===== src/design/soc_bus_pkg.sv =====
package soc_bus_pkg;

	// ==========================================================
	// Shared bus geometry
	// ==========================================================

	// Word and address width of every bus link
	localparam int DATA_WIDTH = 32;
	localparam int ADDR_WIDTH = 32;

	// ==========================================================
	// Address map
	// ==========================================================

	// Region codes live in address bits 31 to 28
	localparam logic [3:0] REGION_RAM   = 4'h1;
	localparam logic [3:0] REGION_DMA   = 4'h9;
	localparam logic [3:0] REGION_TIMER = 4'ha;

	// On-chip RAM, 2 KiB
	localparam int RAM_WORDS     = 512;
	localparam int RAM_ADDR_BITS = 9;

endpackage


===== src/design/bus_decoder.sv =====
`timescale 1ns/1ps

module bus_decoder
(
	input  logic                                clock,
	input  logic                                i_reset,

	input  logic                                i_bus_request,
	input  logic [soc_bus_pkg::ADDR_WIDTH-1:0]  i_bus_address,
	output logic [soc_bus_pkg::DATA_WIDTH-1:0]  o_bus_rdata,
	output logic                                o_bus_ready,

	output logic                                o_ram_request,
	input  logic [soc_bus_pkg::DATA_WIDTH-1:0]  i_ram_rdata,
	input  logic                                i_ram_ready,

	output logic                                o_timer_request,
	input  logic [soc_bus_pkg::DATA_WIDTH-1:0]  i_timer_rdata,
	input  logic                                i_timer_ready,

	output logic                                o_dma_request,
	input  logic [soc_bus_pkg::DATA_WIDTH-1:0]  i_dma_rdata,
	input  logic                                i_dma_ready
);
	import soc_bus_pkg::*;

	logic [3:0] region;
	logic       ram_select;
	logic       timer_select;
	logic       dma_select;
	logic       none_select;
	logic       none_ready;

	assign region = i_bus_address[ADDR_WIDTH-1:ADDR_WIDTH-4];
	assign ram_select = region == REGION_RAM;
	assign timer_select = region == REGION_TIMER;
	assign dma_select = region == REGION_DMA;
	assign none_select = !(ram_select || timer_select || dma_select);

	assign o_ram_request = i_bus_request && ram_select;
	assign o_timer_request = i_bus_request && timer_select;
	assign o_dma_request = i_bus_request && dma_select;

	// Unmapped region, answer after one cycle so the bus never hangs
	always_ff @(posedge clock)
	begin
		if (i_reset)
			none_ready <= 1'b0;
		else
			none_ready <= i_bus_request && none_select && !none_ready;
	end

	// Return mux, reads of unmapped space give zero
	always_comb
	begin
		o_bus_rdata = '0;
		o_bus_ready = none_ready;
		if (ram_select)
		begin
			o_bus_rdata = i_ram_rdata;
			o_bus_ready = i_ram_ready;
		end
		else if (timer_select)
		begin
			o_bus_rdata = i_timer_rdata;
			o_bus_ready = i_timer_ready;
		end
		else if (dma_select)
		begin
			o_bus_rdata = i_dma_rdata;
			o_bus_ready = i_dma_ready;
		end
	end

endmodule


===== config.mk =====
export PLATFORM = sky130hd
export DESIGN_NAME = bus_decoder
export DESIGN_NICKNAME = d
export VERILOG_FILES = /design/src/design/soc_bus_pkg.sv /design/src/design/bus_decoder.sv
export SDC_FILE = /design/constraint.sdc
export NUM_CORES = 1
export LEC_CHECK = 0
export BUFFER_PORTS_ARGS = -buffer_cell sky130_fd_sc_hd__buf_2
export CORE_AREA = 2 2 66 68
export DETAILED_ROUTE_END_ITERATION = 12
export DIE_AREA = 0 0 68 70
export HOLD_SLACK_MARGIN = 0.06
export PLACE_DENSITY = 0.75
export SETUP_SLACK_MARGIN = 0.02
export SYNTH_ARGS = -nofsm -noshare
export SYNTH_HDL_FRONTEND = slang
export SYNTH_SLANG_ARGS = --single-unit
export TNS_END_PERCENT = 5

===== constraint.sdc =====
create_clock -name clock -period 1.58 [get_ports clock]
set_input_delay 0.079 -clock clock [delete_from_list [all_inputs] [get_ports clock]]
set_output_delay 0.079 -clock clock [all_outputs]
set_load 0.02 [all_outputs]

# Word-level counts from Yosys, hierarchy flattened
# Index checks and enable logic that the tools add are counted.
[classes] eq_ne=3 n_mux=6 reduce_logical=9
[ops] op="32-bit 2-to-1 mux" n=3
[ops] op="4-bit equality test, second input constant" n=2
[ops] op="1-bit logical AND" n=5
[ops] op="4-bit by 1-bit equality test with 1-bit output, second input constant" n=1
[ops] op="1-bit 2-to-1 mux" n=3
[ops] op="1-bit logical NOT" n=2
[ops] op="1-bit logical OR" n=2
[totals] reg_bits=1 inputBits=134 out_inout_bits=36 elab_cells=19

# Longest topological paths before layout
# Gate-level depths: netlist (run 1).
[depth] ltp_word=6 ltp_mapped=5 depth_no_buf=3

# Worst setup path before layout (run 1)
# No wires, ideal clock.
[synth_timing] kind="input to output" startpoint="in i_bus_address[29] (netlist bit)" endpoint="out o_bus_rdata[20] (netlist bit)" arrival_ns=1.092 required_time_ns=1.501 path_slack_ns=0.409 cell_stages=4 n_path_buf=1 path_cell_list="nor3b_4 -> buf_6 -> o21ai_0 -> a2bb2oi_1"
[synth_via] elab_chain_len=4 word_cells_on_any_way=6 classes_between="3 x eq/ne; 3 x mux"
[synth_rtl] element="from (decl)" line_no="bus_decoder.sv:9" text="input logic [soc_bus_pkg::ADDR_WIDTH-1:0] i_bus_address,"
[synth_rtl] element="4-bit equality test" line_no="bus_decoder.sv:37" text="assign dma_select = region == REGION_DMA;"
[synth_rtl] element="32-bit 2-to-1 mux" line_no="bus_decoder.sv:68" text="else if (dma_select)"
[synth_rtl] element="32-bit 2-to-1 mux" line_no="bus_decoder.sv:63" text="else if (timer_select)"
[synth_rtl] element="32-bit 2-to-1 mux (*)" line_no="bus_decoder.sv:58" text="if (ram_select)"
[synth_rtl] element="to (decl)" line_no="bus_decoder.sv:10" text="output logic [soc_bus_pkg::DATA_WIDTH-1:0] o_bus_rdata,"
# Mark *: on every way between the ends. The rest lies on a longest branch, timed or not.

# Final worst setup path (run 1)
[layout_timing] startpoint="in i_bus_address[29] (netlist bit)" endpoint="out o_bus_rdata[28] (netlist bit)"
# Same word-level chain as after synthesis.

==> results of run 1 <==
[cells in the mapped netlist, types with 2 or more instances]
cell	n
o21ai_0	12
clkbuf_2	2
nand2_1	32
buf_6	6
buf_4	4
a2bb2oi_1	31
o21ai_1	20
[where the power goes]
| part | leakage (nW) | internal, W | switching (W) | total [W] |
|---|---|---|---|---|
| clock network | 0 | 0 | 0 | 0 |
| logic | 0.860 | 0.000187 | 0.000171 | 0.000358 |
| registers | 0.00827 | 0.0000274 | 0.000000730 | 0.0000281 |
| total | 0.869 | 0.000214 | 0.000172 | 0.000386 |
[worst paths after layout]
check                                           start  slack, ns  depth (start not counted)                     to
worst max-delay path                i_bus_address[29]       0.24                          6        o_bus_rdata[28]
worst min register to register  none_ready$_SDFF_PP0_       0.50                          2  none_ready$_SDFF_PP0_
worst max register to register  none_ready$_SDFF_PP0_       0.75                          2  none_ready$_SDFF_PP0_
worst min-delay path                          i_reset       0.32                          3  none_ready$_SDFF_PP0_
[final cells by class]
class                           count  area, µm²
Fill cell                         446       2640
Inverter                            2       7.51
Multi-Input combinational cell    107        666
Sequential cell                     1       20.0
Tap cell                           52       65.1
Timing Repair Buffer              147        751
[worst min-delay path, delay by kind of cell]
| kind | cells | cell delay [ns] |
|---|---|---|
| buffers and inverters | 1 | 0.07 |
| AND/OR/NAND/NOR | 2 | 0.12 |
[metal layers]
metal | GRT usage | up-vias
li1 | - | 730
met1 | 0.132 | 656
met2 | 0.276 | 82
met3 | 0.00966 | 0
met4 | 0.00667 | 0
met5 | 0 | -
[logic make-up after synthesis]
group	share of synthesized area
compound gates	0.568
flops	0.0249
simple gates	0.246
buf+inv	0.148
mux	0.0140
[per-stage QoR]
step,power (W),cell area [µm²],hold WS [ns],cells,util
floorplan,0.000210,805,0.235,123,-
global placement,0.000382,1510,0.328,309,0.364
detailed placement,0.000389,1510,0.329,309,0.364
CTS,0.000390,1510,0.329,309,0.364
global route,0.000421,1510,0.351,309,0.364
finish,0.000386,1510,0.325,309,0.364
==> metrics.yaml, run 1 <==
final_cell_mix: "buf_2, nand2_1, a2bb2oi_1, o21ai_1, o21ai_0"
p_leak_nw: 0.869
numPortBuffers: 141
wl_met1_mm: 1.28
via_per_inst: 4.75
chipWidth_um: 68
yosys-top-cells-area: "a2bb2oi_1, nand2_1, o21ai_1"
place.gp.congestion: 0.673
drtPass1Iterations: 4
slew_viol_final: 0
synth_edf_count: 0
synthCells: 123
core_mm2: 0.00414
crit_slowest_cell: "nand2_4"
synth_area_leader_cell: "a2bb2oi_1"
worst_hold_path_type: "in -> reg"
slew_headroom: 0.741
syn_area_per_cell_um2: 6.54
arrival_ns: 1.26
hold_buffers: 0
syn_nets: 257
grt_pass1_vias: 1301
ys_async_sr_fraction: 0
routed_wl_mm: 3.51
grt_use_total: 0.129
dp_slack_ns: 0.221
cp-end-kind: "primary output"
ys_ff_latch: 1
finalHoldViolCount: 0
diodes: 0
critPathMaxFanout: 33
ant_nets: 0
dieArea_mm2: 0.00476
top_layer: "met3"
cts_resized: 0
wl_met3_um: 397
fin_ws_ns: 0.237
p_per_area_mw_per_mm2: 256
syn2layout_area_growth_pct: 87.6
critPathTopFamily: "buffers and inverters"
wl_met2_mm: 1.83
grt_max_degree: 34
rsz0062_at_grt: "false"
fin_nets: 393
worstSetupPathType: "in -> out"
cpPeakStageDelay_ns: 0.24
drive_gt1_frac: 0.595
die_h_um: 70
worst_pin_slew_ns: 0.389
cp_common_cell: "buf_2"
synth.yosys.warnings: 0
globalRouteOverflowTotal: 0
ys.flop_type: "dfxtp_1"
yosys.cell_types.count: 23
clock_latency_ns: 0
drv_cap: 0
path_buf_inv: 3
drc: 0
vias: 1468
start_util: 0.194
ys_seq_area_frac: 0.0249
synth_area_um2: 805
dp_hpwl_mm: 2.90
crit_required_ns: 1.50
fin_tns_setup_ns: 0
cp-start-kind: "primary input"
yosysTopAreaCellShare: 0.337
crit_chain: "buf_2, nor3b_4, buf_4, nand2_4, a2bb2oi_1, buf_2"
status: "complete, no violations"
largest_reg_flops: 1
clk_pin_slew_ns: 0
antenna_found_initial: 0
setup_viol: 0
fin_crit_sh: 0.850
grt_first_pass_wirelength_mm: 5.18
top_regs: "none_ready (1)"
peakVddDrop_uv: 216
final_common_cell: "buf_2"
pin_count: 170
num_rows: 24
cts_setup_buffers: 0
drt_iter0_markers: 54
top_register: "none_ready"
timing.fmax_mhz: 745
fin_crit_ns: 1.34
wl_per_cell_um: 11.3
skew_ns: 0
No activity file was read; power rests on OpenSTA's default activity.
==> inputs of run 2 (changes only) <==
--- a/config.mk
+++ b/config.mk
@@ -6,11 +6,11 @@
 export NUM_CORES = 1
 export LEC_CHECK = 0
 export BUFFER_PORTS_ARGS = -buffer_cell sky130_fd_sc_hd__buf_2
-export CORE_AREA = 2 2 66 68
+export CORE_AREA = 2 2 65 67
 export DETAILED_ROUTE_END_ITERATION = 12
-export DIE_AREA = 0 0 68 70
+export DIE_AREA = 0 0 67 69
 export HOLD_SLACK_MARGIN = 0.06
-export PLACE_DENSITY = 0.75
+export PLACE_DENSITY = 0.77
 export SETUP_SLACK_MARGIN = 0.02
 export SYNTH_ARGS = -nofsm -noshare
 export SYNTH_HDL_FRONTEND = slang
==> constraint.sdc (replaced) <==
create_clock -name clock -period 1.28 [get_ports clock]
set_input_delay 0.064 -clock clock [delete_from_list [all_inputs] [get_ports clock]]
set_output_delay 0.064 -clock clock [all_outputs]
set_load 0.02 [all_outputs]
==> run 2 against run 1 <==
Register-to-register slack worse by 0.33 ns. Final cell count decreased by 0.65%. Sequential power up 23%. Routed wire length shrank 2.0%. Design area is 3.4% higher.
==> metrics.yaml, run 2 (synthesized netlist as in run 1, its figures left out) <==
worst_pin_slew_ns: 0.231
grt_first_pass_wirelength_mm: 5.65
antenna_found_initial: 0
diodes: 0
final_common_cell: "buf_2"
chipWidth_um: 67
pin_count: 170
fin_crit_ns: 1.21
drv_cap: 0
numPortBuffers: 141
slew_viol_final: 0
fin_crit_sh: 0.943
cts_setup_buffers: 0
rsz0062_at_grt: "true"
dp_hpwl_mm: 2.87
reg2reg_depth: 2
p_per_area_mw_per_mm2: 313
drt_iter0_markers: 11
grt_pass1_vias: 1437
top_register: "none_ready"
drc: 0
skew_ns: 0
hold_buffers: 0
start_util: 0.206
arrival_ns: 1.14
drive_gt1_frac: 0.595
grt_max_degree: 34
crit_required_ns: 1.22
grt_use_total: 0.143
peakVddDrop_uv: 218
top_regs: "none_ready (1)"
cp-end-kind: "primary output"
finalHoldViolCount: 0
worst_hold_path_type: "in -> reg"
final_cell_mix: "buf_2, nand2_1, a2bb2oi_1, o21ai_1, o21ai_0"
placedCellCount: 307
globalRouteOverflowTotal: 0
cp-start-kind: "primary input"
fin_nets: 393
clk_pin_slew_ns: 0
drtPass1Iterations: 4
wl_per_cell_um: 11.2
critPathMaxFanout: 16
timing.fmax_mhz: 828
layout.cells.non_filler: 307
largest_reg_flops: 1
p_leak_nw: 0.872
syn2layout_area_growth_pct: 93.9
place.gp.congestion: 0.724
clock_latency_ns: 0
vias: 1434
setup_viol: 0
status: "complete, no violations"
core_mm2: 0.00391
num_rows: 23
dieArea_mm2: 0.00462
slew_headroom: 0.846
hold_depth: 3
fin_tns_setup_ns: 0
via_per_inst: 4.67
ant_nets: 0
die_h_um: 69
worstSetupPathType: "in -> out"
routed_wl_mm: 3.44
-- run 2: changes by cell type in the layout (fill, tap and decap cells not counted) --
cell / before / now
buf_4: 6 / 2
buf_12: 0 / 3
and4bb_2: 1 / 0
and4bb_4: 0 / 1
buf_6: 0 / 1
nand2_4: 1 / 0
nand2_8: 0 / 1
-- run 2: layer usage --
layer / wire, µm / up-vias / GRT usage
met3: 322 / 4 / 0.0131
met4: 25 / 0 / 0.0272
met1: 1360 / 617 / 0.150
li1: - / 730 / -
met5: 0 / - / 0
met2: 1730 / 83 / 0.290
-- run 2: repair_timing --
item / CTS / global route
hold endpoints to repair: 0 / 0
setup endpoints to repair: 29 / 20
gates resized for setup: 1 / 2
-- run 2: critical path, stage by stage --
cell       delay [ns]
buf_2            0.12
and4bb_4         0.39
buf_12           0.15
nand2_1          0.06
a2bb2oi_1        0.16
buf_2            0.19
-- run 2: metrics by stage --
stage          setup slack (ns)  total power (W)  utilization  hold WS (ns)  area (µm²)
3_3_place_gp             0.0221         0.000479        0.395         0.317        1540
4_1_cts                  0.0319         0.000490        0.397         0.321        1550
3_5_place_dp            0.00240         0.000486        0.395         0.321        1540
6_report                 0.0728         0.000489        0.399         0.315        1560
5_1_grt                0.000166         0.000533        0.399         0.341        1560
2_1_floorplan             0.139         0.000259            -         0.220         805
-- run 2: area by class of cell --
cell class | count | area [µm²]
inverter | 2 | 7.51
fill | 427 | 2350
multi-input combinational | 107 | 678
tap | 50 | 62.6
sequential | 1 | 20.0
timing repair buffer | 147 | 792
-- run 2: path summary, 6_finish.rpt --
path | slack, ns | start | to
max | 0.07 | i_bus_address[30] | o_bus_rdata[28]
min reg2reg | 0.50 | none_ready$_SDFF_PP0_ | none_ready$_SDFF_PP0_
max reg2reg | 0.42 | none_ready$_SDFF_PP0_ | none_ready$_SDFF_PP0_
min | 0.32 | i_reset | none_ready$_SDFF_PP0_
-- run 2: where the power goes --
part / switching (W) / internal [W]
Combinational: 0.000213 / 0.000241
Sequential: 0.000000904 / 0.0000338
Clock: 0 / 0
Total: 0.000214 / 0.000274
