--- config.mk ---
export PLATFORM = sky130hd
export DESIGN_NAME = bus_access
export DESIGN_NICKNAME = d
export VERILOG_FILES = /design/src/design/soc_bus_pkg.sv /design/src/design/bus_access.sv
export SDC_FILE = /design/constraint.sdc
export NUM_CORES = 1
export LEC_CHECK = 0
export ABC_AREA = 1
export BUFFER_PORTS_ARGS = -buffer_cell sky130_fd_sc_hd__buf_2
export CAP_MARGIN = 10
export CORE_AREA = 4 4 114 116
export CTS_BUF_LIST = sky130_fd_sc_hd__clkbuf_8 sky130_fd_sc_hd__clkbuf_16
export DETAILED_ROUTE_END_ITERATION = 10
export DIE_AREA = 0 0 118 120
export GPL_TIMING_DRIVEN = 0
export PLACE_DENSITY = 0.71
export SYNTH_ARGS = -nofsm -noshare
export SYNTH_HDL_FRONTEND = slang
export SYNTH_SLANG_ARGS = --single-unit
--- constraint.sdc ---
create_clock -name clock -period 5.4 [get_ports clock]
set_input_delay 0.81 -clock clock [delete_from_list [all_inputs] [get_ports clock]]
set_output_delay 0.81 -clock clock [all_outputs]
set_load 0.02 [all_outputs]
--- src/design/soc_bus_pkg.sv ---
package soc_bus_pkg;

	// ==========================================================
	// Shared bus geometry
	// ==========================================================

	// Word and address width of every bus link
	localparam int DATA_WIDTH = 32;
	localparam int ADDR_WIDTH = 32;

	// ==========================================================
	// Address map
	// ==========================================================

	// Region codes live in address bits 31 to 28
	localparam logic [3:0] REGION_RAM   = 4'h1;
	localparam logic [3:0] REGION_DMA   = 4'h9;
	localparam logic [3:0] REGION_TIMER = 4'ha;

	// On-chip RAM, 2 KiB
	localparam int RAM_WORDS     = 512;
	localparam int RAM_ADDR_BITS = 9;

endpackage

--- src/design/bus_access.sv ---
`timescale 1ns/1ps

module bus_access
(
	input  logic                                clock,
	input  logic                                i_reset,

	// Port A, host
	input  logic                                i_pa_request,
	input  logic                                i_pa_rw,
	input  logic [soc_bus_pkg::ADDR_WIDTH-1:0]  i_pa_address,
	input  logic [soc_bus_pkg::DATA_WIDTH-1:0]  i_pa_wdata,
	output logic [soc_bus_pkg::DATA_WIDTH-1:0]  o_pa_rdata,
	output logic                                o_pa_ready,

	// Port B, DMA master
	input  logic                                i_pb_request,
	input  logic                                i_pb_rw,
	input  logic [soc_bus_pkg::ADDR_WIDTH-1:0]  i_pb_address,
	input  logic [soc_bus_pkg::DATA_WIDTH-1:0]  i_pb_wdata,
	output logic [soc_bus_pkg::DATA_WIDTH-1:0]  o_pb_rdata,
	output logic                                o_pb_ready,

	// Shared bus
	output logic                                o_bus_request,
	output logic                                o_bus_rw,
	output logic [soc_bus_pkg::ADDR_WIDTH-1:0]  o_bus_address,
	output logic [soc_bus_pkg::DATA_WIDTH-1:0]  o_bus_wdata,
	input  logic [soc_bus_pkg::DATA_WIDTH-1:0]  i_bus_rdata,
	input  logic                                i_bus_ready
);
	import soc_bus_pkg::*;

	logic                  busy;
	logic                  grant_b;
	logic                  bus_request_q;
	logic                  cmd_rw;
	logic [ADDR_WIDTH-1:0] cmd_address;
	logic [DATA_WIDTH-1:0] cmd_wdata;

	// Idle picks a winner, busy waits one cycle then drives the bus until ready
	always_ff @(posedge clock)
	begin
		if (i_reset)
		begin
			busy <= 1'b0;
			grant_b <= 1'b0;
			bus_request_q <= 1'b0;
		end
		else if (!busy)
		begin
			if (i_pa_request || i_pb_request)
			begin
				busy <= 1'b1;
				// Host has priority
				grant_b <= !i_pa_request;
			end
		end
		else if (bus_request_q && i_bus_ready)
		begin
			busy <= 1'b0;
			bus_request_q <= 1'b0;
		end
		else
			bus_request_q <= 1'b1;
	end

	// Latch the winning command while idle
	always_ff @(posedge clock)
	begin
		if (!busy)
		begin
			if (i_pa_request)
			begin
				cmd_rw <= i_pa_rw;
				cmd_address <= i_pa_address;
				cmd_wdata <= i_pa_wdata;
			end
			else
			begin
				cmd_rw <= i_pb_rw;
				cmd_address <= i_pb_address;
				cmd_wdata <= i_pb_wdata;
			end
		end
	end

	assign o_bus_request = bus_request_q;
	assign o_bus_rw = cmd_rw;
	assign o_bus_address = cmd_address;
	assign o_bus_wdata = cmd_wdata;

	// Response only goes back to the granted port
	assign o_pa_ready = bus_request_q && i_bus_ready && !grant_b;
	assign o_pb_ready = bus_request_q && i_bus_ready && grant_b;
	assign o_pa_rdata = grant_b ? '0 : i_bus_rdata;
	assign o_pb_rdata = grant_b ? i_bus_rdata : '0;

endmodule

* Yosys cells after proc, flatten, opt, wreduce, memory -nomap -nowiden *
Cells that the tools add are included.

storage, ports and cells
  flip-flop bits (word level) = 68
  output and inout bits = 132
  logic and storage cells = 22

cells by class
  muxes and demuxes = 8
  bitwise logic cells = 1
  reductions and logical operators = 7

operators with widths
  cell               count
  $mux 32            4
  $mux 1             4
  $logic_and 1x1->1  3
  $logic_not 1->1    2
  $reduce_and 2->1   1
  $logic_or 1x1->1   1
  $not 1->1          1

* Logic depth before layout (Yosys ltp) *
Gate-level depths: netlist (run 1).

  depth in word-level cells = 3
  gate-level depth with buffers = 5
  mapped depth without buffers = 3

* Worst setup path before layout (run 1) *
No wires, ideal clock.

  path kind = reg2reg
  start = register busy
  end = register busy
  library setup time = 0.071 ns
  arrival time = 2.116 ns
  required time = 5.329 ns
  setup slack = 3.212 ns
  cell stages (with the launch flop) = 4
  period minus slack after synthesis = 2.188 ns
  cells stage by stage = dfxtp_1 > inv_1 > o21ai_0 > a21oi_1

between the ends
  word-level cells in the longest chain between the ends = 1

ends and longest elaborated chain
  item                    line              RTL
  start, declared         bus_access.sv:34  logic busy;
  start signal, assigned  bus_access.sv:46  busy <= 1'b0;
  start signal, assigned  bus_access.sv:54  busy <= 1'b1;
  start signal, assigned  bus_access.sv:61  busy <= 1'b0;
  $mux 1                  bus_access.sv:50  else if (!busy)

Every way passes these cells.
A chain may end at the register's enable or synchronous reset.

* Final worst setup path (run 1) *
  start = register grant_b
  end = output port o_pb_rdata[17] (netlist bit)

between the ends
  word-level cells in the longest chain between the ends = 1

ends and longest elaborated chain
  item                    line              RTL
  start, declared         bus_access.sv:35  logic grant_b;
  start signal, assigned  bus_access.sv:56  grant_b <= !i_pa_request;
  $mux 32                 bus_access.sv:97  assign o_pb_rdata = grant_b ? i_bus_rdata : '0;
  end, declared           bus_access.sv:21  output logic [soc_bus_pkg::DATA_WIDTH-1:0] o_pb_rdata,

Every way passes these cells.

==> results.txt, run 1 <==
* Result of the run: completed
* Clock latency on the worst-skew pair: ~0.33 ns
- For this design the static power due to leakage is 3.31 nW.
* Count of final hold-check violations: 0
* Critical path class: register to primary output
- Of the post-synthesis cell area, the part taken by muxes is 0.
- The synthesized design contains 65 enable-type register cells.
- Vias: between 3k and 4k
* Origin of the worst setup path: grant_b$_SDFFE_PP0P_
- The number of nets in the synthesized netlist is roughly 590.
- Cells after synthesis: between 400 and 500
- The synthesized netlist occupies a cell area of approximately 3400 sq um.
- The initial antenna violation count is 0.
* Arrival @ worst endpoint: about 1.4 ns
- Startpoint kind of the worst setup timing path: register
* Number of placement rows: 40
* Number of cells upsized or downsized after cts: 0
- Die Outline Area: roughly 14000 sq um
- In this run the count of I/O pins placed on the die edge is 299.
- For this block, the routed nets add up to ~12000 um of wire.
- Before antenna repair, the detailed router went through 4 iterations.
* Clock root buffer master: clkbuf_16
* Source of the worst hold timing path: o_bus_request$_SDFFE_PP0P_
- Clock skew on the completed layout was measured at 0.00814 ns.
- Net Switching: 0.475 mW
- After global routing the overflow that remains totals 0.
- The detailed router finished its first iteration with 166 violations.
- Clock-pin slew of the registers on the worst-case setup and hold paths: 0.05 ns
- The initial utilization of the core area, before any placement, comes to 0.285.
* Net switching fraction of the power: 0.305
- At the end of the flow, the number of nets in the layout was roughly 900.
- Setup tns final: 0 ns
* Compound-Gate Fraction of Synth Area: 0.00810
* Die Y: 120 um
- Entering global routing, the biggest net connects a little under 70 pins.
* Final number of max-transition violations: 0
- Int Pwr: 1.08 mW
- In this run the number of H-tree levels came out at 3.
* Final core utilization: 0.447
- The via count of the first global-routing pass is between 3k and 4k.
- Across every metal layer, demand over resource in global routing totals 0.167.
* Number of antenna cells inserted: 0
* CP endpoint kind: primary output
* Non-Filler Instances: 883
* Number of remaining DRC errors: 0
- Sorting the synthesized cells by area gives the leading types as edfxtp_1, nand2_1, inv_1.
- In the final layout, the share of cells above drive strength 1 is 0.448.
- The most used flip-flop cell after synthesis is edfxtp_1.
* Maximum clock frequency: between 0.4 and 0.5 GHz
- TritonCTS built the clock tree.
* Cell accounting for the most synthesized area: edfxtp_1
* Count of placed standard cells including taps: 870
- Of the total power, the clock network draws 0.324.
* Average cell area after synthesis: roughly 8.0 sq um
* Basic-gate share of the synthesized area counting and, or, nand and nor cells: 0.292
- Setup Fix Bufs, Post-CTS: 0
- Main combinational cell family by area after synthesis: simple AND/OR/NAND/NOR gates
- At the pin with the least slew margin, the transition time is 0.856 ns.
- Max-cap viol count: 0
* Pwr/cell area: 293 nW/um^2
- At the end of routability-driven placement, the weighted congestion stood at 0.857.
- First-pass GRT wire length: about 18000 um
* Worst Path Max Fanout: 10
* Core footprint: about 12000 sq um
- Data on the critical path is required at its endpoint by 4.59 ns.
* Worst hold-check path type: register to register
* Sink Count: 68
- Sequential share of the synthesized area: 0.592
- Number of port buffers: between 200 and 300
- Setup repair after global routing left no endpoint under its margin.
- By instance count, the leading cell after synthesis is nand2_1.
- HPWL Detailed: roughly 10000 um
- Counting flops with an async set or reset pin after synthesis yields a share of 0.
* Final-report setup violation count: 0
* Total of flip-flops plus latches after synthesis: slightly below 70
- Yosys printed 0 warnings.
- Reg2Reg Setup Slack: 3.97 ns
- For this design, the CTS-stage hold fixing added 0 buffers.
- Dividing the final minimum period by the clock period gives 0.403.
- The floorplan step set the die width to about 120 um.
- Final ANT Viol Nets: 0
- Largest buffer count on any clock path: 2
- In the final routed layout, each cell accounts on average for around 14 um.
- Clock buffer count from CTS: 9
* IR Drop Worst-Case VDD: 0.153 mV
- Area growth from synthesis to layout: 56.6%
* Startpoint of the most critical register-to-register path: busy$_SDFF_PP0_
- The worst pin sits at a relative slew slack of 0.429.
- Counting distinct cell types in the post-synthesis netlist gives 12.
* Synthesized-area fraction occupied by xor and xnor cells: 0
* Area share of the largest cell type after synthesis: 0.575
- Via/cell ratio: 4.16
- The share of total power dissipated in combinational logic is 0.251.
- The share of total power dissipated in sequential elements is 0.425.
- Of the total synthesized cell area, the portion taken by full adders, half adders and majority gates is 0.
* Fin crit period: approximately 2.2 ns
* Post-synth top cells: nand2_1, inv_1, edfxtp_1
[power groups by stage]
stage               sequential, mW  combinational [mW]  clock [mW]
floorplan                    0.747               0.142           0
global placement             0.673               0.394           0
detailed placement           0.673               0.397           0
CTS                          0.663               0.398       0.521
global route                 0.668               0.428       0.539
finish                       0.662               0.390       0.505
[final cells by class]
type | count | area [sq um]
plain buffers | 21 | 115
clock buffers | 9 | 225
clock inverters | 4 | 20.0
fillers | 1245 | 6590
inverters | 67 | 254
multi-input cells | 269 | 1020
flip-flops and latches | 68 | 2010
well taps | 147 | 184
repair buffers | 298 | 1490
[critical path, stage by stage, from the launching register on]
cell     delay (ns)
dfxtp_1        0.33
buf_2          0.20
buf_2          0.22
nand2_1        0.07
inv_1          0.05
buf_2          0.16
[stage by stage]
step                setup slack, ns  power (mW)  hold slack, ns  cell area [sq um]
floorplan                      3.21       0.890           0.468               3400
global route                   3.08        1.64           0.496               5320
CTS                            3.20        1.58           0.479               5320
detailed placement             3.33        1.07           0.471               5070
finish                         3.22        1.56           0.480               5320
global placement               2.38        1.07           0.472               5070
[worst paths after layout]
path / cells past startpoint / to
min: 2 / o_bus_request$_SDFFE_PP0P_
max reg2reg: 3 / busy$_SDFF_PP0_
min reg2reg: 2 / o_bus_request$_SDFFE_PP0P_
max: 5 / o_pb_rdata[17]
[sequential cells by signal, summed over array words and instances (netlist names)]
signal	flops
o_bus_rw	1
grant_b	1
busy	1
o_bus_wdata	32
o_bus_request	1
o_bus_address	32
[routing by layer]
metal  wire [um]  track usage  vias to the layer above  part of all wire
li1            -            -                     1884                 -
met1        4290        0.172                     1577              0.35
met2        6310        0.303                      198              0.52
met3        1410       0.0773                       16              0.12
met4         185       0.0505                        0             0.015
met5           0            0                        -                 0
[cell usage in the layout (no fill, tap or decap), drive strengths merged]
master / count
o21bai: 1
inv: 67
nor2: 34
clkbuf: 11
clkinv: 3
nand2: 230
clkinvlp: 1
a21oi: 3
buf: 317
edfxtp: 65
o21ai: 1
dfxtp: 3
[kinds of logic (layout without fill, tap and decap cells)]
family | Yosys count | count (layout)
AND/OR/NAND/NOR | 264 | 264
AO/OA/AOI/OAI | 5 | 5
flip-flops | 68 | 68
buffers and inverters | 88 | 399
Note: power is estimated with default switching activity, not from simulation.
==> inputs of run 2 (changes only) <==
==> config.mk (replaced) <==
export PLATFORM = sky130hd
export DESIGN_NAME = bus_access
export DESIGN_NICKNAME = d
export VERILOG_FILES = /design/src/design/soc_bus_pkg.sv /design/src/design/bus_access.sv
export SDC_FILE = /design/constraint.sdc
export NUM_CORES = 1
export LEC_CHECK = 0
export ABC_AREA = 0
export BUFFER_PORTS_ARGS = -buffer_cell sky130_fd_sc_hd__buf_2
export CAP_MARGIN = 10
export CORE_AREA = 4 4 115 117
export CTS_BUF_LIST = sky130_fd_sc_hd__clkbuf_8 sky130_fd_sc_hd__clkbuf_16
export DETAILED_ROUTE_END_ITERATION = 10
export DIE_AREA = 0 0 119 121
export GPL_TIMING_DRIVEN = 0
export PLACE_DENSITY = 0.73
export SYNTH_ARGS = -nofsm -noshare
export SYNTH_HDL_FRONTEND = slang
export SYNTH_SLANG_ARGS = --single-unit
==> constraint.sdc (replaced) <==
create_clock -name clock -period 1.9 [get_ports clock]
set_input_delay 0.285 -clock clock [delete_from_list [all_inputs] [get_ports clock]]
set_output_delay 0.285 -clock clock [all_outputs]
set_load 0.02 [all_outputs]
==> results.txt, run 2 <==
* Number of antenna cells inserted: 0 (unchanged)
- The clock-pin slew on the worst setup and hold paths came to 0.06 ns (about the same).
* Vias in the first global route: 3114 (-12%)
- Width of the die: 119 um (+0.85%)
- Residual overflow from global routing: 0 (unchanged)
* Critical path class: register to primary output
- The die span in y is 121 um (+0.83%).
- The setup-violating endpoint count in the final report is 0 (unchanged).
- The total count of hold-check failures in the final report came to 0 (unchanged).
- The count of buffers added by post-CTS timing repair for setup was 0 (unchanged).
* Largest buffer count on any clock path: 2 (unchanged)
- The area of the placeable core is 12400 sq um (+3.8%).
- The met2 wirelength from detailed routing was 5690 um (-9.8%).
- P_leak: 2.70 nW (-18%)
- The I/O pin count was 299 (unchanged).
- Placement Cell Area: 5130 sq um (+1.1%)
* Number of cells upsized or downsized after cts: 0 (unchanged)
- Iteration-0 DRC count of the detailed router: 84 (-49%)
- EDFF count, synth: 65 (unchanged)
- The largest net degree at the start of global routing came to 39 (-43%).
- Worst hold-check path type: primary input to register
* H-tree depth reported by CTS: 3 (unchanged)
- Synthesis warning total: 0 (unchanged)
- HPWL Detailed: 9220 um (-8.5%)
* Area growth from synthesis to layout: 60.3%
- The number of port buffers came to 297 (-0.34%).
- Final standard cell area without fillers: 5450 sq um (+2.5%)
- First-pass detailed-route iteration total: 4 (unchanged)
* Number of distinct library cell variants in the gate-level netlist after synthesis: 17 (+5)
- Die Outline Area: 14400 sq um (+1.7%)
- The starting density of the core came to 0.275 (-0.00991).
- The number of flip-flops and latches in the synthesized netlist is 68 (unchanged).
* Cells after synthesis: 223 (-48%)
* Most area-consuming cells after synthesis: edfxtp_1, mux2_4, mux2_2
- Fin crit period: approximately 1.7 ns
* Number of fillers in the final layout: 1140 (-8.4%)
* Sequential share of the synthesized area: 0.591 (-0.00109)
* Area taken by multi-input logic gates: 1290 sq um (+27%)
- The worst path arrival time is 1.45 ns (+0.08 ns).
* CP endpoint kind: primary output
- Leaving out fill and tap cells, the most frequent cells in the layout are buf_2, edfxtp_1, mux2_2, and2_1, nor2b_1.
- Number of hold-repair buffers added at the cts stage: 0 (unchanged)
* Drt wl/cell: 15.3 um (+11%)
- Crit share post-route: 0.915
- Among all flip-flop cells after synthesis, the most frequent one is edfxtp_1.
- The maximum resistive drop on vdd came to 0.333 mV (+120%).
* Cell with the most instances after synthesis: edfxtp_1
- The post-route met1 wirelength is 3920 um (-8.6%).
* Clock buffer count from CTS: 9 (unchanged)
- Number of placement rows: 41 (+2.5%)
* Maximum clock frequency: approximately 0.58 GHz
* Netlist area before placement: 3400 sq um (+0.18%)
- CP required: 1.62 ns (-2.97 ns)
- The total length of routed met3 wires was 914 um (-35%).
- Overall track demand over capacity in global routing: 0.142 (-0.0251)
- The post-synthesis area per instance is 15.3 sq um (+91%).
- Share of synthesized flip-flops with an asynchronous set or reset: 0 (unchanged)
- The flow ran to the end, and the final reports show no timing, DRC or antenna violations.
- The first-pass GRT wire length came to 15800 um (-14%).
* Pwr/cell area: 849 nW/um^2 (+190%)
- Final number of max-transition violations: 0 (unchanged)
- The transition time of the tightest slew-check pin was 0.646 ns (-0.210 ns).
- Unrepaired setup endpoints after global routing: no
* Startpoint kind of the worst setup timing path: register
- The count of nets left with antenna violations after detail routing came to 0 (unchanged).
* Sink Count: 68 (unchanged)
* Most common cell after layout, fill and taps aside: buf_2
- The routability congestion estimate from global placement is 0.906 (+5.7%).
- Worst clock skew: 0.00730 ns (-0.000846 ns)
- The total number of nets in the final design is 699 (-22%).
* Area share of the largest cell type after synthesis: 0.574 (-0.00106)
- In the synthesized netlist, the cells that appear most often are edfxtp_1, mux2_2, and2_1, nor2b_1, mux2_4.
- The sequential cell area is 2010 sq um (unchanged).
- The synthesized net count was 390 (-34%).
- Of all cell types, the one taking the most synthesized area is edfxtp_1.
- Detailed Route WL: 10900 um (-11%)
* Final core utilization: 0.441 (-0.00549)
* Share of post-route cells with drive strength above 1: 0.730 (+0.282)
- CTS placed an instance of clkbuf_16 at the clock tree root.
- The initial antenna violation count was 0 (unchanged).
* Vias: 2938 (-20%)
- The routed via count divided by cell count came to 4.14 (-0.43%).
- The count of unresolved DRC violations after routing is 0 (unchanged).
- TritonCTS clock tree: yes
- The detailed router used layers up to and including met4.
- The number of violations of the max-capacitance limit is 0 (unchanged).
* Clock latency on the worst-skew pair: 0.33 ns (about the same)
- Worst Path Max Fanout: 10 (unchanged)
* Headroom to the max-slew limit: 0.569 (+0.139)
run 2: changes by cell type in the layout (fill, tap and decap cells not counted), sizes merged, moves of 2 or more:
cell,before,now
nand2,230,1
inv,67,2
mux2,0,65
and2,0,32
nor2b,0,32
nor2,34,3
buf,317,308
a21oi,3,0
nor3,0,3
bufinv,0,2
clkbuf,11,13
run 2: logic make-up (layout without fill, tap and decap cells):
group,count (synthesis),in the layout,synth area share
simple gates,73,73,0.130
compound gates,1,1,0.00441
mux,65,65,0.246
flops,68,68,0.591
buf+inv,16,330,0.0283
run 2: path summary, 6_finish.rpt:
| check | from | to | slack (ns) | cells after the start |
|---|---|---|---|---|
| max reg2reg | busy$_SDFF_PP0_ | o_bus_wdata[5]$_DFFE_PN_ | 0.19 | 2 |
| max | grant_b$_SDFFE_PP0P_ | o_pb_rdata[23] | 0.16 | 4 |
| min | i_reset | grant_b$_SDFFE_PP0P_ | 0.16 | 2 |
| min reg2reg | o_bus_request$_SDFFE_PP0P_ | o_bus_request$_SDFFE_PP0P_ | 0.53 | 2 |
run 2: per-layer routing:
metal,GRT usage,vias to the layer above
met4,0.0739,0
met3,0.0350,20
li1,-,1417
met1,0.146,1313
met5,0,-
met2,0.266,188
run 2: layout make-up:
class / count / area share
Inverter: 2 / 0.00206
Multi-Input combinational cell: 139 / 0.237
Sequential cell: 68 / 0.369
Clock inverter: 7 / 0.0181
Buffer: 14 / 0.0165
Tap cell: 172 / 0.0395
Clock buffer: 9 / 0.0413
Timing Repair Buffer: 298 / 0.276
run 2: critical path: stages (launching register included):
cell and delay, ns:
dfxtp_1 0.35, buf_4 0.19, clkbuf_1 0.25, and2_1 0.18, buf_2 0.16
run 2: power breakdown:
group / total (mW) / leakage, nW / switching (mW) / internal (mW)
clock: 1.78 / 0.156 / 0.628 / 1.15
combinational: 1.01 / 1.87 / 0.568 / 0.439
sequential: 1.84 / 0.671 / 0.0353 / 1.81
run 2: through the flow:
step | instances | hold slack (ns) | worst slack (ns) | setup TNS [ns] | power [mW]
6_report | 709 | 0.155 | 0.162 | 0 | 4.63
5_1_grt | 709 | 0.150 | 0.0354 | 0 | 4.84
4_1_cts | 709 | 0.140 | 0.0430 | 0 | 4.72
3_5_place_dp | 693 | 0.498 | 0.166 | 0 | 2.90
3_3_place_gp | 692 | 0.497 | -0.399 | -18.75 | 2.87
2_1_floorplan | 223 | 0.351 | 0.0914 | 0 | 2.44
