File: config.mk
export PLATFORM = sky130hd
export DESIGN_NAME = interval_timer
export DESIGN_NICKNAME = d
export VERILOG_FILES = /design/src/design/soc_bus_pkg.sv /design/src/design/soc_periph_pkg.sv /design/src/design/interval_timer.sv
export SDC_FILE = /design/constraint.sdc
export NUM_CORES = 1
export LEC_CHECK = 0
export ABC_CLOCK_PERIOD_IN_PS = 2600
export CORE_ASPECT_RATIO = 0.75
export CORE_UTILIZATION = 50
export CTS_CLUSTER_DIAMETER = 100
export CTS_CLUSTER_SIZE = 16
export DETAILED_ROUTE_END_ITERATION = 8
export DONT_BUFFER_PORTS = 1
export MAX_ROUTING_LAYER = met4
export SLEW_MARGIN = 0
export SYNTH_ARGS = -nofsm -noshare
export SYNTH_HDL_FRONTEND = slang
export SYNTH_SLANG_ARGS = --single-unit
File: constraint.sdc
create_clock -name clock -period 2.6 [get_ports clock]
set_input_delay 0.52 -clock clock [delete_from_list [all_inputs] [get_ports clock]]
set_output_delay 0.52 -clock clock [all_outputs]
set_load 0.01 [all_outputs]
File: src/design/soc_bus_pkg.sv
package soc_bus_pkg;

	// ==========================================================
	// Shared bus geometry
	// ==========================================================

	// Word and address width of every bus link
	localparam int DATA_WIDTH = 32;
	localparam int ADDR_WIDTH = 32;

	// ==========================================================
	// Address map
	// ==========================================================

	// Region codes live in address bits 31 to 28
	localparam logic [3:0] REGION_RAM   = 4'h1;
	localparam logic [3:0] REGION_DMA   = 4'h9;
	localparam logic [3:0] REGION_TIMER = 4'ha;

	// On-chip RAM, 2 KiB
	localparam int RAM_WORDS     = 512;
	localparam int RAM_ADDR_BITS = 9;

endpackage

File: src/design/soc_periph_pkg.sv
package soc_periph_pkg;

	// ==========================================================
	// Interval timer register map
	// ==========================================================

	// Word offsets, taken from address bits 3 to 2
	localparam logic [1:0] TIMER_REG_CTRL    = 2'd0;
	localparam logic [1:0] TIMER_REG_COMPARE = 2'd1;
	localparam logic [1:0] TIMER_REG_COUNT   = 2'd2;
	localparam logic [1:0] TIMER_REG_STATUS  = 2'd3;

	// ==========================================================
	// DMA engine register map
	// ==========================================================

	localparam logic [1:0] DMA_REG_SRC   = 2'd0;
	localparam logic [1:0] DMA_REG_DST   = 2'd1;
	localparam logic [1:0] DMA_REG_COUNT = 2'd2;
	localparam logic [1:0] DMA_REG_CTRL  = 2'd3;

	// ==========================================================
	// Control bits
	// ==========================================================

	// Timer counts while set, DMA starts a copy when written with it set
	localparam int CTRL_ENABLE_BIT = 0;

	// Busy flag as seen in a DMA CTRL read
	localparam int DMA_BUSY_BIT = 1;

endpackage

File: src/design/interval_timer.sv
`timescale 1ns/1ps

module interval_timer
(
	input  logic                                clock,
	input  logic                                i_reset,
	input  logic                                i_request,
	input  logic                                i_rw,
	input  logic [1:0]                          i_address,
	input  logic [soc_bus_pkg::DATA_WIDTH-1:0]  i_wdata,
	output logic [soc_bus_pkg::DATA_WIDTH-1:0]  o_rdata,
	output logic                                o_ready,
	output logic                                o_interrupt
);
	import soc_bus_pkg::*;
	import soc_periph_pkg::*;

	logic [DATA_WIDTH-1:0] ctrl;
	logic [DATA_WIDTH-1:0] compare;
	logic [DATA_WIDTH-1:0] count;
	logic                  status;
	logic                  accept;
	logic                  enable;
	logic                  wrap;

	assign accept = i_request && !o_ready;
	assign enable = ctrl[CTRL_ENABLE_BIT];
	assign wrap = enable && (count == compare);
	assign o_interrupt = status;

	always_ff @(posedge clock)
	begin
		if (i_reset)
		begin
			ctrl <= '0;
			compare <= '0;
			count <= '0;
			status <= 1'b0;
			o_ready <= 1'b0;
		end
		else
		begin
			o_ready <= accept;
			if (wrap)
				count <= '0;
			else if (enable)
				count <= count + 1'b1;
			if (accept && i_rw)
			begin
				case (i_address)
					TIMER_REG_CTRL:    ctrl <= i_wdata;
					TIMER_REG_COMPARE: compare <= i_wdata;
					TIMER_REG_COUNT:   count <= i_wdata;
					TIMER_REG_STATUS:  status <= 1'b0;
				endcase
			end
			// A match in the same cycle as a clear is not lost
			if (wrap)
				status <= 1'b1;
		end
	end

	always_ff @(posedge clock)
	begin
		if (accept && !i_rw)
		begin
			case (i_address)
				TIMER_REG_CTRL:    o_rdata <= ctrl;
				TIMER_REG_COMPARE: o_rdata <= compare;
				TIMER_REG_COUNT:   o_rdata <= count;
				TIMER_REG_STATUS:  o_rdata <= {{(DATA_WIDTH-1){1'b0}}, status};
			endcase
		end
	end

endmodule

# == After elaboration in Yosys (flattened, before gate mapping) ==
# Cells that the tools add are included.
# op_classes
add_sub_neg,1
eq_ne,4
muxes,8
reduce_logical,12
# op_table
cell,count
32-bit two-way mux,4
32-bit case mux with 4 select lines,1
"32-bit by 1-bit adder with 32-bit output, second input constant",1
32-bit equality test,1
2-bit AND reduction,3
"2-bit equality test, second input constant",2
1-bit logical AND,4
2-bit nonzero test,2
1-bit two-way mux,3
"2-bit by 1-bit equality test with 1-bit output, second input constant",1
1-bit logical NOT,2
2-bit logical NOT,1
# word_totals
register_bits,130
inputBits,38
output_inout_bits,34
word_cells,31

# == Depth between registers and ports, before layout ==
# Gate-level depths: netlist of the first run.
# logic_depth
ltp_word,5
depth_mapped,7
mapped_depth_nobuf,6

# == Least setup slack after synthesis of the first run ==
# No wires, ideal clock.
# synth_path
path_kind,input to register
start,in i_request
end,reg o_rdata[0] (netlist bit) (enable)
setup_ns,0.421
t_arrival_ns,1.941
required_ns,2.179
setup_slack_ns,0.238
cell_stages,2
path_buffers,0
path_cell_list,nand2b_1 -> nor2_1
# synth_between
elab_chain_len,2
# synth_lines
element,line,source
"start, declared",interval_timer.sv:7,"input logic i_request,"
1-bit logical AND,interval_timer.sv:26,assign accept = i_request && !o_ready;
1-bit logical AND,interval_timer.sv:65,if (accept && !i_rw)
"end signal, assigned",interval_timer.sv:68,TIMER_REG_CTRL: o_rdata <= ctrl;
"end signal, assigned",interval_timer.sv:69,TIMER_REG_COMPARE: o_rdata <= compare;
"end signal, assigned",interval_timer.sv:70,TIMER_REG_COUNT: o_rdata <= count;
"end, declared",interval_timer.sv:11,"output logic [soc_bus_pkg::DATA_WIDTH-1:0] o_rdata,"
# No other way between the ends.
# A chain may end at the register's enable or synchronous reset.

# == Worst setup path after layout of the first run ==
# layout_path
start,reg count[5]
end,reg count[12]
# layout_between
elab_chain_len,5
word_cells_on_any_way,7
cone_classes,add/sub: 1; eq/ne: 1; mux: 4; reduce/logical: 1
# layout_lines
element,line,source
"start, declared",interval_timer.sv:20,logic [DATA_WIDTH-1:0] count;
"start signal, assigned",interval_timer.sv:47,count <= count + 1'b1;
"start signal, assigned",interval_timer.sv:53,TIMER_REG_COUNT: count <= i_wdata;
32-bit by 1-bit adder with 32-bit output / 32-bit equality test (equally long branches),"interval_timer.sv:47, interval_timer.sv:28",
32-bit two-way mux / 1-bit logical AND (equally long branches),"interval_timer.sv:46, interval_timer.sv:28",
32-bit two-way mux (*),interval_timer.sv:44,if (wrap)
32-bit two-way mux,interval_timer.sv:50,case (i_address)
32-bit two-way mux (*),interval_timer.sv:48,if (accept && i_rw)
# Every way passes the cells marked *; elsewhere a longest branch is shown, timed or not.

==> impl_metrics.py, run 1 <==
metrics = {
    "clocking": {
        "clk-insertion-delay-late_ns": 0.42,
        "clock_sinks": 130,
        "post_cts_buffers": 0,
        "cts_buffers": 17,
        "clk_transition_reported_paths_ns": 0.06,
        "post_cts_resized": 0,
        "cts_root_buffer": "clkbuf_16",
        "cts_htree_levels": 4,
        "cts_tree": "built",
        "cts.path.max_buffers": 2,
        "postCtsHoldBufs": 0,
    },
    "status": {
        "status": "finished clean",
    },
    "worst_setup_path": {
        "slowest_delay_ns": 0.45,
        "r2r_end": "count[12]$_SDFF_PP0_",
        "slowest_stage": "dfxtp_1",
        "r2r_slack_ns": 0.58,
        "critPathKind": "register to register",
        "worstPathRequired_ns": 2.89,
        "r2r-start": "count[5]$_SDFF_PP0_",
        "end_kind": "register",
        "worstPathMaxFanout": 21,
        "cp_cell_sequence": "xor2_1 -> nor4_2 -> nand4_1 -> o31ai_4 -> buf_4 -> o21ai_0",
        "worstPathArrival_ns": 2.30,
        "critPathBufInv": 1,
        "cp-startpoint": "count[5]$_SDFF_PP0_",
        "worstSetupStartpointType": "register",
        "ff2ff_path_depth": 6,
        "cpLargestDelayFamily": "simple AND/OR/NAND/NOR gates",
    },
    "floorplanning": {
        "die_y_um": 96.8,
        "die_w_um": 128,
        "core_area_um2": 11600,
        "pin_count": 72,
        "start_util_pct": 51.6,
        "rows": 34,
        "dieArea_um2": 12400,
    },
    "grt": {
        "grt_pass1_wl_um": 25300,
        "grt_max_degree": 69,
        "grt.total_usage_pct": 27.8,
        "grt_pass1_vias": 4574,
        "gr-total-overflow": 0,
        "grt_antenna_before_repair": 0,
    },
    "finish": {
        "diodes": 0,
        "area_growth_pct": 10.2,
        "drive_above_1_share_pct": 9.43,
        "fin_nets": 705,
        "fill_cells": 1038,
    },
    "synthesis": {
        "synth-main-ff-cell": "dfxtp_1",
        "ys_warn_count": 0,
        "synth_top_area_cell": "dfxtp_1",
        "synth-seq-area-share_pct": 48.8,
        "post_synth_most_frequent_cells": "nand2_1, dfxtp_1, a21oi_1, o21ai_0, xor2_1",
        "synth_area_um2": 5990,
        "synth_nets": 720,
        "ys_async_sr_fraction_pct": 0,
        "synth_cells": 681,
        "synth_enable_flop_cells": 32,
        "yosysMostFrequentCell": "nand2_1",
        "ys_ff_latch": 130,
        "synth_cell_types": 36,
        "synth_top_area_share_pct": 32.8,
        "avgSynthCellArea_um2": 8.79,
        "synthTopCellsByArea": "dfxtp_1, edfxtp_1, nand2_1",
    },
    "power_and_ir_drop": {
        "pwr_density_cell_nw_per_um2": 673,
        "vdd_drop_max_v": 0.000484,
        "p_leak_nw": 2.33,
        "total_power_mw": 4.44,
    },
    "sta": {
        "min_period_ns": 2.02,
        "rsz0062_at_grt": "false",
        "fin_setup_tns_ns": 0,
        "slew_headroom_pct": 57.5,
        "worst_slew_pin_slew_ns": 0.635,
        "setup_slack_ns": 0.583,
        "whs_ns": 0.172,
        "fmax_ghz": 0.496,
        "hold_viol": 0,
        "setup_violations": 0,
        "fin_skew_ns": 0.0112,
        "drv_slew": 0,
        "period_share_pct": 77.6,
    },
    "hold_path": {
        "hold_depth": 1,
        "hp-class": "primary input to register",
        "hold_start": "i_reset",
        "worstHoldEndpoint": "ctrl[26]$_SDFFE_PP0P_",
    },
    "route": {
        "wirelength_um": 15400,
        "drc": 0,
        "vias": 4614,
        "avgRoutedWirePerCell_um": 18.4,
        "antenna_left": 0,
        "drt_iter0_drc": 349,
        "dr.pass1.iters": 5,
        "vias_per_cell": 5.49,
    },
    "run": {
        "maxCapViolCount": 0,
    },
    "place": {
        "dp_hpwl_um": 9510,
        "gp_congestion": 0.823,
        "post-place-ws_ns": 0.598,
        "numPortBuffers": 0,
    },
}
## kinds of logic after synthesis
logic type / Yosys count / share of synthesized area (%)
AND/OR/NAND/NOR: 273 / 20.2
AO/OA/AOI/OAI: 130 / 11.8
flip-flops: 130 / 48.8
XOR/XNOR: 63 / 9.21
buffers and inverters: 51 / 3.99
multiplexers: 33 / 5.73
adder cells (fa/ha/maj): 1 / 0.209
## flip-flops by register name (all words and copies together), names as in the netlist
name / count
compare: 32
count: 32
ctrl: 32
o_rdata: 32
o_interrupt: 1
o_ready: 1
## stage by stage
step	utilization (%)	std cells	cell area, µm²
6_report	56.8	841	6600
5_1_grt	56.8	841	6600
4_1_cts	56.8	841	6600
3_5_place_dp	52.4	809	6080
3_3_place_gp	52.4	809	6080
2_1_floorplan	-	681	5990
## how the worst max path moves through the flow
stage,endpoint,slack [ns],cells past startpoint
6_report,count[12]$_SDFF_PP0_,0.58,6
5_1_grt,count[12]$_SDFF_PP0_,0.36,6
4_1_cts,count[12]$_SDFF_PP0_,0.58,6
3_5_place_dp,count[12]$_SDFF_PP0_,0.60,6
3_3_place_gp,count[19]$_SDFF_PP0_,0.64,6
2_1_floorplan,o_rdata[0]$_DFFE_PP_,0.24,2
## layout by cell type, fill, tap and decap left out, types with 3 or more instances in the layout
cell / n
nor2_1: 12
o21ai_2: 10
nor3_1: 5
and3_1: 8
xnor2_1: 27
xor2_1: 36
mux2i_1: 32
dfxtp_1: 98
clkbuf_16: 17
nor4_1: 11
o22ai_1: 3
and4_1: 3
o21ai_0: 50
a21oi_1: 65
nand3_1: 10
nand4_1: 5
clkinv_2: 6
nor4_2: 5
nand2_1: 201
inv_1: 4
buf_4: 13
edfxtp_1: 32
clkinvlp_4: 3
## worst register-to-register path, stage by stage (launching register included)
cell and delay, ns:
dfxtp_1 0.45, xor2_1 0.14, nor4_2 0.35, nand4_1 0.22
o31ai_4 0.30, buf_4 0.28, o21ai_0 0.14
## layout make-up
type,count,area [µm²],area share [%]
Clock buffer,20,447,6.77
Clock inverter,12,68.8,1.04
Inverter,4,15.0,0.227
Multi-Input combinational cell,500,2850,43.1
Sequential cell,130,2920,44.3
Tap cell,162,203,3.07
Timing Repair Buffer,13,97.6,1.48
## report_power, final
group          switching (mW)  total, mW  leakage, nW  internal, mW
Combinational           0.113      0.182        0.989        0.0692
Clock                   0.865       2.09        0.250          1.22
Sequential             0.0480       2.17         1.09          2.12
Total                    1.03       4.44         2.33          3.41
## per-layer routing
layer | share of wire [%] | track usage (%) | up-vias
li1 | - | - | 2280
met1 | 48 | 38.9 | 2200
met2 | 44 | 39.7 | 117
met3 | 6.3 | 6.58 | 17
met4 | 1.4 | 8.87 | 0
met5 | 0 | - | -
(Power assumes the default switching activity.)
==> run 2: changes to the inputs <==
- ABC_CLOCK_PERIOD_IN_PS: 2600 -> 1900
- clock period: 2.6 -> 1.9 ns (I/O delays scaled with it)
==> run 2 against run 1 <==
  * Die area unchanged
  * Clock skew is 0.0035 ns lower
  * First-iteration DRC count rose by 21%
  * Flip-flop and latch count unchanged
  * Highest routed layer unchanged
  * Global-route usage shrank 0.62 points
==> impl_metrics.py, run 2 (synthesis gave the netlist of run 1 again) <==
metrics = {
    "sta": {
        "fmax_ghz": 0.537,
        "slew_headroom_pct": 75.8,
        "setup_violations": 0,
        "drv_slew": 0,
        "hold_viol": 0,
        "worst_slew_pin_slew_ns": 0.360,
        "fin_setup_tns_ns": 0,
        "rsz0062_at_grt": "true",
        "min_period_ns": 1.86,
        "fin_skew_ns": 0.00766,
        "setup_slack_ns": 0.0362,
        "period_share_pct": 98.1,
    },
    "finish": {
        "mostFrequentLayoutCells": "nand2_1, dfxtp_1, a21oi_1",
        "area_growth_pct": 15.4,
        "fin_nets": 737,
        "drive_above_1_share_pct": 14.5,
        "fin_util_pct": 59.5,
        "final_common_cell": "nand2_1",
        "diodes": 0,
        "stdcell_count": 872,
        "design_area_um2": 6910,
    },
    "route": {
        "avgRoutedWirePerCell_um": 18.0,
        "drt_iter0_drc": 421,
        "antenna_left": 0,
        "drc": 0,
        "dr.pass1.iters": 4,
        "vias_per_cell": 5.49,
        "vias": 4788,
        "wirelength_um": 15700,
    },
    "power_and_ir_drop": {
        "switchingPower_mw": 1.33,
        "p_leak_nw": 2.55,
        "clockPowerShare_pct": 45.6,
        "pwr_density_cell_nw_per_um2": 869,
        "power_switching_share_pct": 22.2,
        "p_int_mw": 4.67,
        "vdd_drop_max_v": 0.000627,
        "p_comb_share_pct": 5.0,
        "power_frac_seq_pct": 49.4,
    },
    "clocking": {
        "clk-insertion-delay-late_ns": 0.41,
        "cts_htree_levels": 4,
        "clock_sinks": 130,
        "cts_buffers": 17,
        "cts.path.max_buffers": 2,
        "cts_tree": "built",
        "clk_transition_reported_paths_ns": 0.05,
        "cts_root_buffer": "clkbuf_16",
    },
    "worst_setup_path": {
        "slowest_stage": "dfxtp_2",
        "worstPathArrival_ns": 2.15,
        "cpLargestDelayFamily": "buffers and inverters",
        "path_common_cell": "buf_4",
        "critPathBufInv": 3,
        "cp_cell_sequence": "xor2_1 -> nor4_1 -> buf_4 -> nand3_2 -> o31ai_4 -> buf_4 -> buf_4 -> o21ai_0",
        "end_kind": "register",
        "critPathKind": "register to register",
        "worstPathMaxFanout": 6,
        "slowest_delay_ns": 0.33,
        "worstPathRequired_ns": 2.19,
        "worstSetupStartpointType": "register",
    },
    "hold_path": {
        "hp-class": "primary input to register",
    },
    "place": {
        "post-place-ws_ns": 0.0195,
        "gp_congestion": 0.860,
        "numPortBuffers": 0,
        "dp.cells": 838,
        "dpl-instance-area_um2": 6330,
        "dp_hpwl_um": 10500,
    },
    "status": {
        "status": "finished clean",
    },
    "floorplanning": {
        "die_w_um": 128,
        "core_area_um2": 11600,
        "rows": 34,
        "die_y_um": 96.8,
        "start_util_pct": 51.6,
        "dieArea_um2": 12400,
        "pin_count": 72,
    },
    "grt": {
        "grt_antenna_before_repair": 0,
        "gr-total-overflow": 0,
        "grt_max_degree": 69,
        "grt_pass1_vias": 4816,
        "grt_pass1_wl_um": 25100,
        "grt.total_usage_pct": 27.2,
    },
    "run": {
        "maxCapViolCount": 0,
    },
}
run 2: changes by cell type in the layout (fill, tap and decap cells not counted), sizes merged:
cell,change
clkbuf,+3
clkinvlp,-3
clkinv,-1
buf,+32
run 2: worst paths after layout:
check	from	to	slack, ns	depth (start not counted)
worst max-delay path	compare[15]$_SDFFE_PP0P_	count[17]$_SDFF_PP0_	0.04	8
worst min-delay path	i_reset	ctrl[27]$_SDFFE_PP0P_	0.05	1
worst max register to register	compare[15]$_SDFFE_PP0P_	count[17]$_SDFF_PP0_	0.04	8
worst min register to register	ctrl[27]$_SDFFE_PP0P_	ctrl[27]$_SDFFE_PP0P_	0.45	2
run 2: power groups by stage:
stage / logic [mW] / registers [mW] / clock network (mW)
CTS: 0.286 / 2.96 / 2.78
global placement: 0.277 / 3.02 / 0
detailed placement: 0.283 / 3.02 / 0
floorplan: 0.234 / 3.01 / 0
global route: 0.328 / 2.97 / 2.92
finish: 0.301 / 2.96 / 2.74
run 2: repair_timing:
| item | in CTS | in global routing |
|---|---|---|
| gates resized for setup | 2 | 18 |
| buffers inserted | 0 | 2 |
| pin swaps | 0 | 4 |
| endpoints found under the setup margin | 2 | 32 |
| gates cloned | 0 | 1 |
| hold buffers | 0 | 0 |
run 2: cell type report:
class                           count  area (µm²)
Clock buffer                       23         448
Clock inverter                      8        40.0
Fill cell                        1028        4700
Inverter                            4        15.0
Multi-Input combinational cell    500        2890
Sequential cell                   130        2930
Tap cell                          162         203
Timing Repair Buffer               45         382
run 2: through the flow:
| step | hold slack [ns] | total power [mW] |
|---|---|---|
| 2_1_floorplan | 0.436 | 3.25 |
| 3_3_place_gp | 0.435 | 3.30 |
| 4_1_cts | 0.0221 | 6.02 |
| 5_1_grt | 0.0196 | 6.22 |
| 3_5_place_dp | 0.440 | 3.30 |
| 6_report | 0.0453 | 6.00 |
run 2: routing by layer:
layer / track usage (%) / share of wire [%] / up-vias
li1: - / - / 2339
met1: 36.1 / 47 / 2300
met2: 39.7 / 45 / 135
met3: 8.74 / 7.3 / 14
met4: 7.78 / 0.79 / 0
met5: - / 0 / -
==> run 3: changes to the inputs <==
- CORE_UTILIZATION: 50 -> 35
- PLACE_DENSITY: default -> 0.49
==> run 3 against run 2 <==
  * Sequential power about the same
  * Worst setup slack got worse by 0.0013 ns
  * Final cell count increased by 6.4%
  * Via count increased by 0.21%
  * Routed wire length increased by 9.0%
  * Global-route usage decreased by 6.3 points
  * First-iteration DRC count decreased by 22%
  * Maximum frequency about the same
  * Critical path type unchanged
==> impl_metrics.py, run 3 (synthesis gave the netlist of run 1 again) <==
metrics = {
    "floorplanning": {
        "core_area_um2": 16800,
        "pin_count": 72,
        "die_y_um": 115,
        "rows": 41,
        "die_w_um": 153,
        "dieArea_um2": 17600,
        "start_util_pct": 35.7,
    },
    "sta": {
        "fin_skew_ns": 0.00830,
        "setup_violations": 0,
        "hold_viol": 0,
        "slew_headroom_pct": 66.5,
        "rsz0062_at_grt": "true",
        "min_period_ns": 1.87,
        "setup_slack_ns": 0.0349,
        "period_share_pct": 98.2,
        "fmax_ghz": 0.536,
        "worst_slew_pin_slew_ns": 0.502,
        "drv_slew": 0,
    },
    "grt": {
        "grt_max_degree": 69,
        "grt_pass1_wl_um": 26600,
        "gr-total-overflow": 0,
        "grt_antenna_before_repair": 0,
        "grt_pass1_vias": 4594,
        "grt.total_usage_pct": 20.9,
    },
    "worst_setup_path": {
        "worstPathMaxFanout": 13,
        "cpLargestDelayFamily": "simple AND/OR/NAND/NOR gates",
        "cp_cell_sequence": "xor2_1 -> nor4_2 -> nand4_1 -> o31ai_4 -> buf_6 -> o21ai_0",
        "critPathKind": "register to register",
        "worstSetupStartpointType": "register",
        "worstPathArrival_ns": 2.17,
        "slowest_stage": "o31ai_4",
        "critPathBufInv": 1,
        "worstPathRequired_ns": 2.21,
        "end_kind": "register",
        "slowest_delay_ns": 0.38,
    },
    "place": {
        "gp_congestion": 0.868,
        "dp_hpwl_um": 10900,
        "numPortBuffers": 0,
        "post-place-ws_ns": 0.0314,
        "dp.cells": 895,
        "dpl-instance-area_um2": 6410,
    },
    "route": {
        "vias_per_cell": 5.17,
        "drc": 0,
        "wirelength_um": 17100,
        "vias": 4798,
        "avgRoutedWirePerCell_um": 18.4,
        "antenna_left": 0,
        "dr.pass1.iters": 5,
        "drt_iter0_drc": 330,
    },
    "finish": {
        "drive_above_1_share_pct": 15.0,
        "design_area_um2": 7070,
        "mostFrequentLayoutCells": "nand2_1, dfxtp_1, a21oi_1",
        "stdcell_count": 928,
        "final_common_cell": "nand2_1",
        "fin_util_pct": 42.1,
        "area_growth_pct": 18.0,
        "fin_nets": 739,
        "diodes": 0,
    },
    "power_and_ir_drop": {
        "pwr_density_cell_nw_per_um2": 927,
        "p_leak_nw": 2.57,
        "total_power_mw": 6.55,
        "vdd_drop_max_v": 0.000591,
    },
    "status": {
        "status": "finished clean",
    },
    "clocking": {
        "cts_root_buffer": "clkbuf_16",
        "clk_transition_reported_paths_ns": 0.06,
        "cts_htree_levels": 4,
        "postCtsHoldBufs": 0,
        "cts_tree": "built",
        "cts.path.max_buffers": 2,
        "clk-insertion-delay-late_ns": 0.42,
        "cts_buffers": 17,
        "clock_sinks": 130,
    },
    "run": {
        "maxCapViolCount": 0,
    },
    "hold_path": {
        "hp-class": "primary input to register",
    },
}
==> run 3: cell count changes in the layout (fill, tap and decap cells not counted), sizes merged <==
cell    previous run  this run
clkinv             8         4
clkbuf            23        26
buf               45        47
bufinv             0         2
==> run 3: worst paths after layout <==
check | startpoint | to | slack [ns] | cells after the start
max | compare[14]$_SDFFE_PP0P_ | count[2]$_SDFF_PP0_ | 0.03 | 6
min | i_reset | ctrl[6]$_SDFFE_PP0P_ | 0.03 | 1
max reg2reg | compare[14]$_SDFFE_PP0P_ | count[2]$_SDFF_PP0_ | 0.03 | 6
min reg2reg | ctrl[30]$_SDFFE_PP0P_ | ctrl[30]$_SDFFE_PP0P_ | 0.45 | 2
==> run 3: layout make-up <==
class,instances,area [µm²]
Fill cell,1616,9710
Sequential cell,130,2930
Multi-Input combinational cell,500,2890
Clock buffer,26,509
Timing Repair Buffer,47,377
Tap cell,215,269
Clock inverter,6,77.6
Inverter,4,15.0
==> run 3: stage by stage <==
step	hold slack (ns)	TNS (ns)
2_1_floorplan	0.436	0
3_3_place_gp	0.435	0
3_5_place_dp	0.439	0
4_1_cts	0.00981	-0.0190
5_1_grt	0.00390	-2.16
6_report	0.0317	0
==> run 3: routing by layer <==
metal | part of all wire [%] | vias up | wire, µm | global-route usage, %
met4 | 1.4 | 0 | 236 | 7.27
li1 | - | 2346 | - | -
met3 | 6.5 | 17 | 1100 | 5.73
met2 | 42 | 142 | 7090 | 29.1
met1 | 51 | 2293 | 8630 | 28.8
met5 | 0 | - | 0 | -
==> run 3: power by group <==
group | switching, mW | internal (mW) | total [mW]
Combinational | 0.185 | 0.134 | 0.319
Clock | 1.18 | 2.09 | 3.27
Sequential | 0.0557 | 2.90 | 2.96
Total | 1.42 | 5.13 | 6.55
==> run 3: timing repair <==
| item | CTS | global route |
|---|---|---|
| setup endpoints to repair | 1 | 33 |
| pin swaps | 0 | 2 |
| resized for setup | 0 | 32 |
| setup buffers | 0 | 1 |
==> run 3: worst register-to-register path, cell delays in order (launching register included) <==
cell and delay, ns:
dfxtp_2 0.33, xor2_1 0.17, nor4_2 0.33, nand4_1 0.23
o31ai_4 0.38, buf_6 0.21, o21ai_0 0.10
